===== config.mk =====
export PLATFORM = sky130hd
export DESIGN_NAME = d2d_tx_link
export DESIGN_NICKNAME = d
export VERILOG_FILES = /design/src/logic/mem_chip_pkg.sv /design/src/logic/d2d_tx_link.sv
export VERILOG_INCLUDE_DIRS = /design/src /design/src/logic
export SDC_FILE = /design/constraint.sdc
export NUM_CORES = 1
export LEC_CHECK = 0
export BUFFER_PORTS_ARGS = -buffer_cell sky130_fd_sc_hd__buf_2
export CORE_MARGIN = 5
export CORE_UTILIZATION = 41
export DETAILED_ROUTE_END_ITERATION = 16
export PLACE_DENSITY = 0.85
export SETUP_SLACK_MARGIN = 0.4
export SYNTH_ARGS = -nofsm -noshare
export SYNTH_HDL_FRONTEND = slang
export SYNTH_SLANG_ARGS = --single-unit

===== constraint.sdc =====
create_clock -name clk_i -period 1.9 [get_ports clk_i]
set_input_delay 0.095 -clock clk_i [delete_from_list [all_inputs] [get_ports clk_i]]
set_output_delay 0.095 -clock clk_i [all_outputs]
set_load 0.1 [all_outputs]

===== src/logic/mem_chip_settings.svh =====
// Memory chip fabric settings
// Widths, the local memory window and the outbound D2D buffer depth

`ifndef MEM_CHIP_SETTINGS_SVH
`define MEM_CHIP_SETTINGS_SVH

// Host address and data
`define ADDR_WIDTH 48
`define CHIP_ID_WIDTH 8
`define DATA_WIDTH 32

// Local SRAM window, offset within the chip-local 40-bit space
`define MEM_BASE_OFFSET 40'h00_8000_0000
`define MEM_SIZE_BYTES 4096

// Word index into the bank
`define MEM_WORD_ADDR_WIDTH ($clog2(`MEM_SIZE_BYTES / (`DATA_WIDTH / 8)))

// Posted remote writes waiting for the link
`define D2D_FIFO_DEPTH 4

`endif


===== src/logic/mem_chip_pkg.sv =====
// Memory chip fabric types
// Address, data, chip ID, routing and D2D flit definitions

`include "mem_chip_settings.svh"

package mem_chip_pkg;

  typedef logic [`ADDR_WIDTH-1:0] addr_t;
  typedef logic [`DATA_WIDTH-1:0] data_t;
  typedef logic [`DATA_WIDTH/8-1:0] sel_t;
  typedef logic [`CHIP_ID_WIDTH-1:0] chip_id_t;

  // Chip-local part of the address
  typedef logic [`ADDR_WIDTH-`CHIP_ID_WIDTH-1:0] offset_t;

  // Where an accepted host access goes
  typedef enum logic [1:0] {
    ROUTE_LOCAL     = 2'd0,
    ROUTE_REMOTE_WR = 2'd1,
    ROUTE_ERROR     = 2'd2
  } route_e;

  // One posted write on the die-to-die link, 84 bits
  typedef struct packed {
    chip_id_t dst_chip_id;
    offset_t  offset;
    data_t    data;
    sel_t     sel;
  } d2d_flit_t;

endpackage


===== src/logic/d2d_tx_link.sv =====
// D2D link transmitter
// One-entry output register that pulls the FIFO head and offers it
// to the partner chip under an rts/cts handshake.

`timescale 1ns/1ns

module d2d_tx_link (
  input  logic                    clk_i,
  input  logic                    rst_ni,
  input  logic                    pop_valid_i,
  input  mem_chip_pkg::d2d_flit_t pop_payload_i,
  output logic                    pop_ready_o,
  output mem_chip_pkg::d2d_flit_t d2d_flit_o,
  output logic                    d2d_rts_o,
  input  logic                    d2d_cts_i
);

  mem_chip_pkg::d2d_flit_t flit_q;
  logic                    valid_q;
  logic                    handoff;
  logic                    load;

  // Register frees up in the same cycle the partner takes the flit
  assign handoff     = valid_q && d2d_cts_i;
  assign pop_ready_o = !valid_q || handoff;
  assign load        = pop_valid_i && pop_ready_o;

  always_ff @(posedge clk_i) begin
    if (!rst_ni) begin
      valid_q <= 1'b0;
    end else if (load) begin
      valid_q <= 1'b1;
    end else if (handoff) begin
      valid_q <= 1'b0;
    end
  end

  always_ff @(posedge clk_i) begin
    if (load) begin
      flit_q <= pop_payload_i;
    end
  end

  assign d2d_flit_o = flit_q;
  assign d2d_rts_o  = valid_q;

  a_flit_stable: assert property (@(posedge clk_i) disable iff (!rst_ni)
    d2d_rts_o && !d2d_cts_i |=> d2d_rts_o && $stable(d2d_flit_o))
    else $error("flit changed while stalled");

endmodule


==> reports/metrics.yaml <==
avgViaCountPerCell: 4.77
n_fill_cell: 345
grt.busiest_layer: "met2"
fin_nets: 447
status: "completed"
cp_slowest_cell: "buf_4"
cp-start-kind: "flop"
seqPwrFrac: 0.459
cp_max_fo: 38
clock.fmax_ghz: 0.713
root_buffer: "clkbuf_8"
synth_cell_types: 6
leakagePower_nw: 1.99
clock_path_buffers: 2
first_pass_iters: 4
cts_buffers: 9
grt_use_total: 0.255
grt_pass1_vias: 2367
crit_arrival_ns: 1.40
intPower_w: 0.00320
ys_ff_latch: 85
rsz0062_at_grt: "false"
post-synth-top-area-cell: "edfxtp_1"
antenna_found_initial: 1
synth-seq-area-share: 0.985
pwr-share-clk: 0.297
vias: 2109
final_util: 0.743
clkTransAtPathRegs_ns: 0.09
path_cells: "nand2b_4 > and2_4 > buf_4"
grtUsageMet1: 0.264
crit_cells: 3
htreeDepth: 3
core_area_mm2: 0.00624
p_switching_w: 0.00166
grt_max_degree: 47
grt_use_met2: 0.456
crit_family: "buffers and inverters"
reg2reg_depth: 3
portBuffers: 173
criticalPathCategory: "flop to flop"
yosys.area.top_type_share: 0.978
slowest_delay_ns: 0.42
drt_iter0_drc: 139
cp_data_required_time_ns: 1.89
cts_resized: 0
period_needed_ns: 1.40
syn-cell-area_mm2: 0.00258
grt_first_pass_wirelength_um: 13800
die_h_um: 89.3
slew_violations: 0
place_congestion: 0.743
hold_viol_final: 0
relSlewSlack: 0.625
drc: 0
switching_share: 0.342
maxCapViolCount: 0
clk_latency_ns: 0.36
hpwl_um: 5200
fin_skew_ns: 0.00933
holdCritPathClass: "input pin to flop"
tns_ns: 0
io_pins: 174
cts_tree: "built"
area_growth_pct: 79.8
wl_per_cell_um: 22.3
final_antenna_net_count: 0
fp-row-count: 29
hold_depth: 2
powerDensity_mw_per_mm2: 1050
die_area_mm2: 0.00798
yosysWarnings: 0
end_kind: "flop"
grt_util_met3: 0.106
comb_power_share: 0.245
routed_wl_um: 9840
syn_avg_cell_area_um2: 29.0
initial_core_util: 0.413
grt-ovfl-total: 0
period_share: 0.738
yosys-top-cells-area: "edfxtp_1, dfxtp_1, nand2b_4"
synth_cells: 89
setup_viol_count_final: 0
tightestPinTransition_ns: 0.567
ir_worst_vdd_mv: 0.779
die_x_um: 89.3
worst-path-buf-inv: 1
final_layout_size_suffix_gt1_frac: 0.533
synthesis.nets: 177
cts.sinks: 85
## registers in the layout (all words and copies together) (netlist names)
name,flops
d2d_flit_o,84
d2d_rts_o,1
## synth_stat cells (all sizes together)
cell type and n:
edfxtp 84, a21boi 1, and2 1, dfxtp 1, inv 1, nand2b 1
## cell usage in the layout, fill, tap and decap left out
cell type and n:
buf_12 1, a21boi_2 1, and2_4 1, clkbuf_8 9
edfxtp_1 84, bufinv_16 2, nand2b_4 1, buf_4 1
clkbuf_1 1, buf_2 173, diode_2 1, dlygate4sd3_1 84
clkinv_4 1, inv_1 1, clkinvlp_4 1, dfxtp_4 1
inv_6 2
## path summary, 6_finish.rpt
path	from	to	slack, ns
hold reg to reg	d2d_rts_o	d2d_rts_o	0.54
setup reg to reg	d2d_rts_o	d2d_flit_o[83]	0.50
setup / recovery	d2d_rts_o	d2d_flit_o[83]	0.50
hold / removal	rst_ni	d2d_rts_o	0.008
## routing by layer
metal,share of wire,vias to the layer above
met5,0,-
met4,0.023,0
met3,0.11,25
met2,0.55,160
met1,0.32,1024
li1,-,900
## power groups by stage
| stage | clock network, W | logic [W] | registers, W |
|---|---|---|---|
| 2_1_floorplan | 0 | 0.0000456 | 0.00303 |
| 3_3_place_gp | 0 | 0.00102 | 0.00225 |
| 3_5_place_dp | 0 | 0.00103 | 0.00226 |
| 4_1_cts | 0.00143 | 0.00117 | 0.00222 |
| 5_1_grt | 0.00154 | 0.00122 | 0.00224 |
| 6_report | 0.00144 | 0.00119 | 0.00223 |
## final cells by class
| type | count | area (um2) | area share |
|---|---|---|---|
| multi-input combinational | 3 | 33.8 | 0.00728 |
| inverter | 1 | 3.75 | 0.000809 |
| clock inverter | 6 | 93.8 | 0.0202 |
| sequential | 85 | 2550 | 0.549 |
| tap | 77 | 96.3 | 0.0208 |
| timing repair buffer | 259 | 1730 | 0.374 |
| clock buffer | 10 | 128 | 0.0275 |
| antenna | 1 | 2.50 | 0.000540 |
## per-stage QoR
step	total power (W)	hold slack (ns)	cell area (um2)	setup WS (ns)	std cells
6_report	0.00486	0.00840	4640	0.498	442
5_1_grt	0.00499	-0.00351	4640	0.447	442
4_1_cts	0.00481	0.0168	4640	0.527	441
3_5_place_dp	0.00329	0.273	3570	0.539	341
3_3_place_gp	0.00327	0.272	3570	0.597	341
2_1_floorplan	0.00307	0.194	2580	0.0139	89
## cell families after synthesis
| logic type | Yosys count | synth area share |
|---|---|---|
| simple gates | 2 | 0.00873 |
| compound gates | 1 | 0.00436 |
| flops | 85 | 0.985 |
| buf+inv | 1 | 0.00145 |
## what timing repair did
item,4_1_cts,5_1_grt
hold buffers,84,0
setup buffers,0,0
hold endpoints to repair,84,0
Note: power is estimated with default switching activity, not from simulation.
