`config.mk`:
```
export PLATFORM = sky130hd
export DESIGN_NAME = d2d_tx_fifo
export DESIGN_NICKNAME = d
export VERILOG_FILES = /design/src/logic/d2d_tx_fifo.sv
export VERILOG_INCLUDE_DIRS = /design/src /design/src/logic
export SDC_FILE = /design/constraint.sdc
export NUM_CORES = 1
export LEC_CHECK = 0
export ABC_AREA = 1
export BUFFER_PORTS_ARGS = -buffer_cell sky130_fd_sc_hd__buf_2
export CORE_MARGIN = 2
export CORE_UTILIZATION = 48
export CTS_CLUSTER_DIAMETER = 40
export DETAILED_ROUTE_END_ITERATION = 16
export GPL_ROUTABILITY_DRIVEN = 0
export GPL_TIMING_DRIVEN = 0
export HOLD_SLACK_MARGIN = 0.03
export PLACE_DENSITY = 0.68
export SLEW_MARGIN = 20
export SYNTH_ARGS = -nofsm -noshare
export SYNTH_HDL_FRONTEND = slang
export SYNTH_SLANG_ARGS = --single-unit
```
`constraint.sdc`:
```
create_clock -name clk_i -period 2.6 [get_ports clk_i]
set_input_delay 0.13 -clock clk_i [delete_from_list [all_inputs] [get_ports clk_i]]
set_output_delay 0.13 -clock clk_i [all_outputs]
set_load 0.03 [all_outputs]
```
`src/logic/mem_chip_settings.svh`:
```
// Memory chip fabric settings
// Widths, the local memory window and the outbound D2D buffer depth

`ifndef MEM_CHIP_SETTINGS_SVH
`define MEM_CHIP_SETTINGS_SVH

// Host address and data
`define ADDR_WIDTH 48
`define CHIP_ID_WIDTH 8
`define DATA_WIDTH 32

// Local SRAM window, offset within the chip-local 40-bit space
`define MEM_BASE_OFFSET 40'h00_8000_0000
`define MEM_SIZE_BYTES 4096

// Word index into the bank
`define MEM_WORD_ADDR_WIDTH ($clog2(`MEM_SIZE_BYTES / (`DATA_WIDTH / 8)))

// Posted remote writes waiting for the link
`define D2D_FIFO_DEPTH 4

`endif

```
`src/logic/d2d_tx_fifo.sv`:
```
// Outbound D2D FIFO
// Circular buffer for posted remote writes with one push and one pop per cycle

`timescale 1ns/1ns
`include "mem_chip_settings.svh"

module d2d_tx_fifo #(
  parameter type payload_t = logic,
  parameter int  Depth     = `D2D_FIFO_DEPTH
) (
  input  logic     clk_i,
  input  logic     rst_ni,
  input  logic     push_valid_i,
  input  payload_t push_payload_i,
  output logic     push_ready_o,
  output logic     pop_valid_o,
  output payload_t pop_payload_o,
  input  logic     pop_ready_i
);

  localparam int PtrWidth = (Depth > 1) ? $clog2(Depth) : 1;
  localparam int CntWidth = $clog2(Depth + 1);

  payload_t              mem_q [Depth];
  logic [PtrWidth-1:0]   wr_ptr_q;
  logic [PtrWidth-1:0]   rd_ptr_q;
  logic [CntWidth-1:0]   count_q;
  logic                  push_fire;
  logic                  pop_fire;

  assign push_ready_o  = (count_q != CntWidth'(Depth));
  assign pop_valid_o   = (count_q != '0);
  assign pop_payload_o = mem_q[rd_ptr_q];

  assign push_fire = push_valid_i && push_ready_o;
  assign pop_fire  = pop_valid_o && pop_ready_i;

  always_ff @(posedge clk_i) begin
    if (push_fire) begin
      mem_q[wr_ptr_q] <= push_payload_i;
    end
  end

  // Pointers wrap at Depth and the count tracks occupancy
  always_ff @(posedge clk_i) begin
    if (!rst_ni) begin
      wr_ptr_q <= '0;
      rd_ptr_q <= '0;
      count_q  <= '0;
    end else begin
      if (push_fire) begin
        wr_ptr_q <= (wr_ptr_q == PtrWidth'(Depth - 1)) ? '0 : wr_ptr_q + 1'b1;
      end
      if (pop_fire) begin
        rd_ptr_q <= (rd_ptr_q == PtrWidth'(Depth - 1)) ? '0 : rd_ptr_q + 1'b1;
      end
      case ({push_fire, pop_fire})
        2'b10:   count_q <= count_q + 1'b1;
        2'b01:   count_q <= count_q - 1'b1;
        default: count_q <= count_q;
      endcase
    end
  end

  // The producer keeps its entry while the FIFO is full
  a_no_push_full: assert property (@(posedge clk_i) disable iff (!rst_ni)
    push_valid_i && !push_ready_o |=> push_valid_i)
    else $error("push withdrawn while FIFO full");

  // Pointers meet whenever the FIFO is empty
  a_no_pop_empty: assert property (@(posedge clk_i) disable iff (!rst_ni)
    !pop_valid_o |-> (rd_ptr_q == wr_ptr_q))
    else $error("pointers differ while FIFO empty");

endmodule

```
==> flow_summary.yaml <==
placement:
  dp_slack_ns: 0.8441
  io_buffers: 7
  hpwl_um: 764.2
sta:
  rsz0062_at_grt: "false"
  setup_violations: 0
  worstMarginPinSlew_ns: 0.1826
  setup_slack_ns: 0.8104
  min_period_ns: 1.790
  relSlewSlack_pct: 87.81
  finalHoldViolations: 0
  clock.fmax_ghz: 0.5588
  min_period_over_period_pct: 68.83
  final.setup.tns_ns: 0
  skew_ns: 0.008739
  slew_violations: 0
setup_path:
  crit_slowest_cell: "fa_1"
  critPathMaxStageDelay_ns: 0.38
  cp_common_cell: "inv_1"
  cp.arrival_ns: 1.98
  worstSetupEndpointType: "flip-flop"
  crit_chain: "nor2_4 > nand2_4 > nand2_4 > ha_1 > inv_1 > fa_1 > inv_1 > nand2_1 > nand3_1 > nand2_1 > inv_1 > nor2_1"
  cp_max_fo: 7
  required_ns: 2.79
  startpoint_type: "flip-flop"
  path_class: "flip-flop to flip-flop"
pwr:
  p_seq_share_pct: 38.7
  p_sw_share_pct: 43.51
  leakage_uw: 0.0003777
  vdd_drop_max_mv: 0.5990
  internal_power_uw: 449.7
  power.density_nw_per_um2: 1034
  pwr-share-clk_pct: 15.6
  combPwrFrac_pct: 45.7
  switchingPower_uw: 346.3
synthesis:
  syn_area_um2: 688.2
  syn-instance-count: 80
  postSynthAreaPerCell_um2: 8.602
  synth_warnings: 0
  ys_seq_area_share_pct: 43.64
  syn_nets: 92
  ys_ff_latch: 13
  synthDistinctLibCells: 17
detailed_routing:
  dr.first_iter.drc_count: 8
  ant_nets: 0
  routed_wl_um: 999
  wl_per_cell_um: 9.425
  drt-vias-per-instance: 4.774
  drcViolationCount: 0
  vias: 506
  firstDrtPassIters: 4
die:
  die_x_um: 41.87
  row_count: 13
  num_io_pins: 8
  start_util_pct: 52.23
  die-area_um2: 1753
  design.core.area_um2: 1318
  die_y_um: 41.87
finish:
  layout.nets: 104
  antenna_cells: 0
  layout_common_cells: "inv_1, nor2_1, nand2_1, dfxtp_1, buf_2"
  final_core_util_pct: 58.40
  syn_to_final_growth_pct: 11.82
  final_common_cell: "inv_1"
  drive_gt1_share_pct: 23.08
  nFillCells: 127
clocking:
  cts.reportedPaths.clkPinSlew_ns: 0.08
  cts.sinks: 13
  cts-htree-levels: 1
  cts_tree: "done"
  worst_skew_pair.late_latency_ns: 0.28
  cts_hold_buf: 0
  cts_buffers: 3
  cts_root_buf: "clkbuf_4"
  cts_buffer_depth: 2
  cts.repair.resized: 0
  cts_setup_buffers: 0
global_route:
  grt_overflow: 0
  grt_pass1_vias: 478
  antenna_found_initial: 0
  grt_max_degree: 9
  track_usage_pct: 15.01
  grt_pass1_wl_mm: 1.904
outcome:
  status: "finished clean"
min_path:
  hp-class: "input port to flip-flop"
flow_run:
  cap_viol_max_count: 0
area by class of cell:
type | instances | area, um^2 | area share, %
Multi-Input combinational cell | 51 | 327.8 | 42.60
Sequential cell | 13 | 300.3 | 39.02
Inverter | 16 | 60.06 | 7.805
Timing Repair Buffer | 7 | 35.03 | 4.553
Clock buffer | 3 | 22.52 | 2.927
Tap cell | 15 | 18.77 | 2.439
Clock inverter | 1 | 5.005 | 0.6504
power groups by stage:
stage	combinational [uW]	sequential, uW	clock (uW)
6_report	364	308	124
5_1_grt	422	317	137
4_1_cts	366	308	130
3_5_place_dp	365	312	0
3_3_place_gp	353	311	0
2_1_floorplan	298	303	0
critical path, delay by kind of cell, from the launching register on:
kind / cells / cell delay (ns)
fa+ha+maj: 2 / 0.57
buf+inv: 3 / 0.19
flops: 1 / 0.36
simple gates: 7 / 0.58
logic make-up (layout without fill, tap and decap cells):
logic type | Yosys count | after routing | synth area share, %
AND/OR/NAND/NOR | 35 | 35 | 27.27
buffers and inverters | 16 | 27 | 8.726
flip-flops | 13 | 13 | 43.64
AO/OA/AOI/OAI | 9 | 9 | 6.545
adder cells (fa/ha/maj) | 7 | 7 | 13.82
Yosys cell counts:
cell type  instances  area [um^2]
o21ai_0            5        25.02
nor2_4             1        11.26
inv_1             15        56.30
nand2_4            4        45.04
nor2_2             2        12.51
nor2_1            13        48.80
nand2_2            2        12.51
nand2_1            9        33.78
inv_2              1        3.750
edfxtp_1           4        120.1
nand4_1            1        6.260
dfxtp_1            9        180.2
nand3_1            2        10.01
a21oi_1            4        20.02
ha_1               6        75.07
fa_1               1        20.02
nand3b_1           1        7.510
stage by stage:
step / instances / instance area [um^2] / total power (uW) / hold slack, ns
3_5_place_dp: 102 / 742.0 / 677.1 / 0.3500
2_1_floorplan: 80 / 688.2 / 601.0 / 0.2289
4_1_cts: 106 / 769.5 / 803.5 / 0.04993
5_1_grt: 106 / 769.5 / 875.8 / 0.05445
6_report: 106 / 769.5 / 796.0 / 0.05937
3_3_place_gp: 102 / 742.0 / 663.3 / 0.3459
final timing paths:
path              cells past startpoint     endpoint      startpoint  slack, ns
setup reg to reg                     12   count_q[2]      count_q[1]       0.81
hold reg to reg                       2  rd_ptr_q[1]     rd_ptr_q[1]       0.53
hold / removal                        1     mem_q[2]  push_payload_i       0.06
setup / recovery                     12   count_q[2]      count_q[1]       0.81
layer usage:
layer	global-route usage, %	routed length, um	vias up
met5	0	0	-
met1	17.58	460	226
met3	3.913	34	5
li1	-	-	268
met2	22.19	461	7
met4	13.55	42	0
Note: power is estimated with default switching activity, not from simulation.
