===== config.mk =====
export PLATFORM = sky130hd
export DESIGN_NAME = chip_addr_decoder
export DESIGN_NICKNAME = d
export VERILOG_FILES = /design/src/logic/mem_chip_pkg.sv /design/src/logic/chip_addr_decoder.sv
export VERILOG_INCLUDE_DIRS = /design/src /design/src/logic
export SDC_FILE = /design/constraint.sdc
export NUM_CORES = 1
export LEC_CHECK = 0
export BUFFER_PORTS_ARGS = -buffer_cell sky130_fd_sc_hd__buf_2
export CORE_AREA = 4 4 115 117
export CTS_CLUSTER_DIAMETER = 120
export DETAILED_ROUTE_END_ITERATION = 6
export DIE_AREA = 0 0 119 121
export MAX_ROUTING_LAYER = met4
export PLACE_DENSITY = 0.68
export RECOVER_POWER = 25
export SYNTH_ARGS = -nofsm -noshare
export SYNTH_HDL_FRONTEND = slang
export SYNTH_SLANG_ARGS = --single-unit

===== constraint.sdc =====
create_clock -name clk_i -period 3.4 [get_ports clk_i]
set_clock_uncertainty 0.1 [all_clocks]
set_input_delay 0.51 -clock clk_i [delete_from_list [all_inputs] [get_ports clk_i]]
set_output_delay 0.51 -clock clk_i [all_outputs]
set_load 0.02 [all_outputs]

===== src/logic/mem_chip_settings.svh =====
// Memory chip fabric settings
// Widths, the local memory window and the outbound D2D buffer depth

`ifndef MEM_CHIP_SETTINGS_SVH
`define MEM_CHIP_SETTINGS_SVH

// Host address and data
`define ADDR_WIDTH 48
`define CHIP_ID_WIDTH 8
`define DATA_WIDTH 32

// Local SRAM window, offset within the chip-local 40-bit space
`define MEM_BASE_OFFSET 40'h00_8000_0000
`define MEM_SIZE_BYTES 4096

// Word index into the bank
`define MEM_WORD_ADDR_WIDTH ($clog2(`MEM_SIZE_BYTES / (`DATA_WIDTH / 8)))

// Posted remote writes waiting for the link
`define D2D_FIFO_DEPTH 4

`endif


===== src/logic/mem_chip_pkg.sv =====
// Memory chip fabric types
// Address, data, chip ID, routing and D2D flit definitions

`include "mem_chip_settings.svh"

package mem_chip_pkg;

  typedef logic [`ADDR_WIDTH-1:0] addr_t;
  typedef logic [`DATA_WIDTH-1:0] data_t;
  typedef logic [`DATA_WIDTH/8-1:0] sel_t;
  typedef logic [`CHIP_ID_WIDTH-1:0] chip_id_t;

  // Chip-local part of the address
  typedef logic [`ADDR_WIDTH-`CHIP_ID_WIDTH-1:0] offset_t;

  // Where an accepted host access goes
  typedef enum logic [1:0] {
    ROUTE_LOCAL     = 2'd0,
    ROUTE_REMOTE_WR = 2'd1,
    ROUTE_ERROR     = 2'd2
  } route_e;

  // One posted write on the die-to-die link, 84 bits
  typedef struct packed {
    chip_id_t dst_chip_id;
    offset_t  offset;
    data_t    data;
    sel_t     sel;
  } d2d_flit_t;

endpackage


===== src/logic/chip_addr_decoder.sv =====
// Chip address decoder
// Wishbone classic slave front end. Sends each access to the local SRAM bank,
// posts remote writes into the D2D FIFO, or answers with an error.

`timescale 1ns/1ns
`include "mem_chip_settings.svh"

module chip_addr_decoder (
  input  logic                             clk_i,
  input  logic                             rst_ni,
  input  mem_chip_pkg::chip_id_t           chip_id_i,
  input  logic                             wb_cyc_i,
  input  logic                             wb_stb_i,
  input  logic                             wb_we_i,
  input  mem_chip_pkg::addr_t              wb_adr_i,
  input  mem_chip_pkg::data_t              wb_dat_i,
  input  mem_chip_pkg::sel_t               wb_sel_i,
  output mem_chip_pkg::data_t              wb_dat_o,
  output logic                             wb_ack_o,
  output logic                             wb_err_o,
  output logic                             mem_req_o,
  output logic                             mem_we_o,
  output logic [`MEM_WORD_ADDR_WIDTH-1:0]  mem_word_addr_o,
  output mem_chip_pkg::data_t              mem_wdata_o,
  output mem_chip_pkg::sel_t               mem_sel_o,
  input  mem_chip_pkg::data_t              mem_rdata_i,
  input  logic                             mem_ack_i,
  output logic                             push_valid_o,
  output mem_chip_pkg::d2d_flit_t          push_payload_o,
  input  logic                             push_ready_i
);

  localparam mem_chip_pkg::offset_t MemEnd = `MEM_BASE_OFFSET + `MEM_SIZE_BYTES;

  mem_chip_pkg::chip_id_t chip_id_q;
  mem_chip_pkg::chip_id_t adr_chip_id;
  mem_chip_pkg::offset_t  adr_offset;
  mem_chip_pkg::offset_t  local_offset;
  mem_chip_pkg::route_e   route;
  logic                   in_window;
  logic                   req_new;
  logic                   busy_q;
  logic                   push_ack_q;
  logic                   err_q;

  // Own ID, sampled only while reset is held
  always_ff @(posedge clk_i) begin
    if (!rst_ni) begin
      chip_id_q <= chip_id_i;
    end
  end

  //////////////////////////////////////////////////
  // Address decode
  //////////////////////////////////////////////////

  assign adr_chip_id  = wb_adr_i[`ADDR_WIDTH-1 -: `CHIP_ID_WIDTH];
  assign adr_offset   = wb_adr_i[`ADDR_WIDTH-`CHIP_ID_WIDTH-1:0];
  assign local_offset = adr_offset - `MEM_BASE_OFFSET;
  assign in_window    = (adr_offset >= `MEM_BASE_OFFSET) && (adr_offset < MemEnd);

  always_comb begin
    if (adr_chip_id != chip_id_q) begin
      // Remote reads need the inbound path
      if (wb_we_i) begin
        route = mem_chip_pkg::ROUTE_REMOTE_WR;
      end else begin
        route = mem_chip_pkg::ROUTE_ERROR;
      end
    end else if (in_window) begin
      route = mem_chip_pkg::ROUTE_LOCAL;
    end else begin
      route = mem_chip_pkg::ROUTE_ERROR;
    end
  end

  // Busy masks the strobe until the host drops it
  assign req_new = wb_cyc_i && wb_stb_i && !busy_q;

  //////////////////////////////////////////////////
  // Dispatch and response
  //////////////////////////////////////////////////

  assign push_valid_o   = req_new && (route == mem_chip_pkg::ROUTE_REMOTE_WR);
  assign push_payload_o = '{dst_chip_id: adr_chip_id, offset: adr_offset,
                            data: wb_dat_i, sel: wb_sel_i};

  always_ff @(posedge clk_i) begin
    if (!rst_ni) begin
      busy_q     <= 1'b0;
      mem_req_o  <= 1'b0;
      push_ack_q <= 1'b0;
      err_q      <= 1'b0;
    end else begin
      mem_req_o  <= req_new && (route == mem_chip_pkg::ROUTE_LOCAL);
      push_ack_q <= push_valid_o && push_ready_i;
      err_q      <= req_new && (route == mem_chip_pkg::ROUTE_ERROR);
      if (!(wb_cyc_i && wb_stb_i)) begin
        busy_q <= 1'b0;
      end else if (req_new && (route != mem_chip_pkg::ROUTE_REMOTE_WR || push_ready_i)) begin
        busy_q <= 1'b1;
      end
    end
  end

  always_ff @(posedge clk_i) begin
    if (req_new) begin
      mem_we_o        <= wb_we_i;
      mem_word_addr_o <= local_offset[`MEM_WORD_ADDR_WIDTH+1:2];
      mem_wdata_o     <= wb_dat_i;
      mem_sel_o       <= wb_sel_i;
    end
  end

  assign wb_ack_o = mem_ack_i || push_ack_q;
  assign wb_err_o = err_q;
  assign wb_dat_o = mem_rdata_i;

  a_ack_err_onehot: assert property (@(posedge clk_i) disable iff (!rst_ni)
    !(wb_ack_o && wb_err_o))
    else $error("ack and err high together");

  // A stalled push holds until the FIFO takes it
  a_push_hold: assert property (@(posedge clk_i) disable iff (!rst_ni)
    push_valid_o && !push_ready_i |=> push_valid_o && $stable(push_payload_o))
    else $error("pending push dropped or changed");

endmodule


==> summary.md <==
| Metric | Value |
|---|---|
| Status | complete, no violations |
| Leakage power | 1.60 nW |
| Pint | 1.57 mW |
| Worst r2r path cells | 2 |
| Seq/Total Area, Yosys | 60.7% |
| Achievable Freq | 0.427 GHz |
| Root Driver | clkbuf_16 |
| Post-cts resize count | 0 |
| DRT Pass-1 Iters | 4 |
| Unique masters post-synth | 18 |
| Hold depth | 1 |
| Die width | 119 um |
| WS Path Type | reg -> out |
| Synth area leaders | edfxtp_1, buf_4, dfxtp_1 |
| Comb power frac | 13.3% |
| Clk_lat worst skew | 0.32 ns |
| Port-buffer cells | 229 |
| Yosys warnings | 0 |
| Hold Path Sink | chip_id_q[6] |
| Worst Path Required | 2.79 ns |
| Number of nets still failing antenna checks after routing | 0 |
| Worst vdd ir | 362 uV |
| Starting DRC count in detailed routing | 70 |
| Worst-Margin Slew | 0.582 ns |
| Hold Crit Class | in -> reg |
| RSZ-0062 raised after global routing | false |
| H-tree Lvls | 3 |
| Setup TNS | 0 ns |
| Antenna Cells | 0 |
| Clock sink total | 59 |
| Terminus of the critical flop-to-flop path | mem_wdata_o[21] |
| Period minus WS final | 2.34 ns |
| Core region area | 12400 um^2 |
| Synth Register Bits | 59 |
| Largest area contributor in the netlist | edfxtp_1 |
| Drt wl/cell | 14.0 um |
| Layout area overhead | 27.4% |
| P_sw | 502 uW |
| Gate Count Post-Synth | 209 |
| Total power | 2.07 mW |
| Pin count of the biggest net entering global routing | 45 |
| Grt ovf | 0 |
| Top Layer Used | met4 |
| Flop pwr share | 40.7% |
| Mapped Nets | 340 |
| Dpl hpwl | 5.81 mm |
| CP Launch Type | flop |
| Initial Util | 23.1% |
| Rel. slew slack | 61.2% |
| Clock power frac | 46.0% |
| Power per Cell Area | 570 nW/um^2 |
| Final hold vios | 0 |
| Layout cells sized above 1 | 67.6% |
| Fin nets | 465 |
| Number of max-cap violations | 0 |
| Hold Buf Count CTS | 0 |
| Setup repair bufs after CTS | 0 |
| Reg clk slew, reported paths | 0.05 ns |
| Crit-path max FO | 4 |
| Vias in the first global route | 1958 |
| Die height | 121 um |
| R2R setup slack | 1.57 ns |
| Vias | 1876 |
| Syn Area/Cell | 13.6 um^2 |
| First-pass GRT wire length | 10.1 mm |
| CTS Buf Count | 9 |
| Net Sw Frac | 24.2% |
| Crit end category | output pin |
| Drt total wl | 7.15 mm |
| Ports | 298 |
| DR DRC count | 0 |
| Post-DR vias/cell | 3.67 |
| Syn Std Cell Area | 2850 um^2 |
| Rows | 41 |
| CTS tree | done |
| Met3 wire len | 734 um |
| Full die area | 14400 um^2 |
| Max clock buf depth | 2 |
| R2r startpoint | busy_q |
| Initial antenna violation count | 0 |
| Crit path arrival time | 1.73 ns |
| Worst Hold Launch | chip_id_i[6] |
| Global placer's final weighted congestion | 0.733 |
| GRT Overall Usage | 9.73% |
| Post-synth top area share | 57.9% |
| Max Slew Vio Count | 0 |
| Final worst-path cycle share | 68.9% |
| Wire length on met1 | 2.47 mm |
| DR WL met2 | 3.72 mm |
| Final setup vio count | 0 |
## cell families after synthesis
logic type | after synthesis | share of synthesized area, %
flip-flops | 59 | 60.7
buffers and inverters | 117 | 30.7
AO/OA/AOI/OAI | 2 | 0.482
XOR/XNOR | 8 | 2.46
AND/OR/NAND/NOR | 23 | 5.70
## cell type report
cell class                      instances  area, um^2
Tap cell                              172         215
Timing Repair Buffer                  230        1130
Clock buffer                           11         233
Clock inverter                          5        77.6
Inverter                                1        3.75
Multi-Input combinational cell         33         246
Fill cell                            1279        8730
Sequential cell                        59        1730
## placed cells by master, fill, tap and decap left out
cell type	netlist	final
or2_2	1	1
clkbuf_1	0	23
o21ai_1	1	1
nand2_1	2	2
nor4_1	4	4
buf_4	116	1
clkinv_2	0	2
nand4_1	3	3
nor3b_1	1	1
xnor2_1	8	8
clkbuf_16	0	9
nor3_1	1	1
o31a_1	1	1
or2_1	1	1
inv_1	1	1
edfxtp_1	55	55
bufinv_16	0	2
nor2_1	3	3
nand3_1	2	2
buf_2	0	208
dfxtp_1	4	4
nor4_2	4	4
nor4b_2	1	1
clkinvlp_4	0	1
## power by group through the flow
| stage | clock network (mW) | logic [mW] | registers [mW] |
|---|---|---|---|
| floorplan | 0 | 0.229 | 0.890 |
| global placement | 0 | 0.280 | 0.857 |
| detailed placement | 0 | 0.284 | 0.859 |
| CTS | 0.993 | 0.284 | 0.844 |
| global route | 1.02 | 0.296 | 0.846 |
| finish | 0.954 | 0.275 | 0.843 |
## worst max-delay path by stage
stage | startpoint | end
global placement | wb_adr_i[42] | push_valid_o
detailed placement | wb_adr_i[44] | push_valid_o
finish | chip_id_q[4] | push_valid_o
global route | chip_id_q[4] | push_valid_o
floorplan | wb_cyc_i | wb_err_o
CTS | chip_id_q[4] | push_valid_o
## routing by layer
metal  track usage (%)  vias up
li1                  -      862
met1              9.11      853
met2              16.2      133
met3              4.15       28
met4              6.73        0
met5                 -        -
## sequential cells by signal, summed over array words and instances, names as in the netlist
| signal | flops |
|---|---|
| busy_q | 1 |
| chip_id_q | 8 |
| mem_word_addr_o | 10 |
| mem_sel_o | 4 |
| mem_we_o | 1 |
| wb_err_o | 1 |
| push_ack_q | 1 |
| mem_req_o | 1 |
| mem_wdata_o | 32 |
## metrics by stage
step | std cells | worst slack, ns | hold slack [ns] | cell area (um^2) | utilization [%]
after floorplan | 209 | 0.0919 | 0.376 | 2850 | -
after global placement | 495 | 1.18 | 0.451 | 3360 | 27.2
after detailed placement | 495 | 1.13 | 0.459 | 3360 | 27.2
after CTS | 511 | 0.977 | 0.239 | 3670 | 29.7
after global routing | 511 | 0.883 | 0.244 | 3630 | 29.4
final | 511 | 1.06 | 0.261 | 3630 | 29.4
## Yosys cell counts, drive strengths merged
master and n:
nor4b 1, nor3 1, dfxtp 4, o21ai 1, nand2 2, inv 1, nand3 2, nor4 8
xnor2 8, nor3b 1, or2 2, edfxtp 55, nor2 3, buf 116, o31a 1, nand4 3
## worst max-delay path: stages, from the launching register on
cell and delay [ns]:
edfxtp_1 0.38, xnor2_1 0.16, nand4_1 0.20, o21ai_1 0.40
nor3_1 0.08, buf_2 0.17
Power figures use the tool's default switching activity.
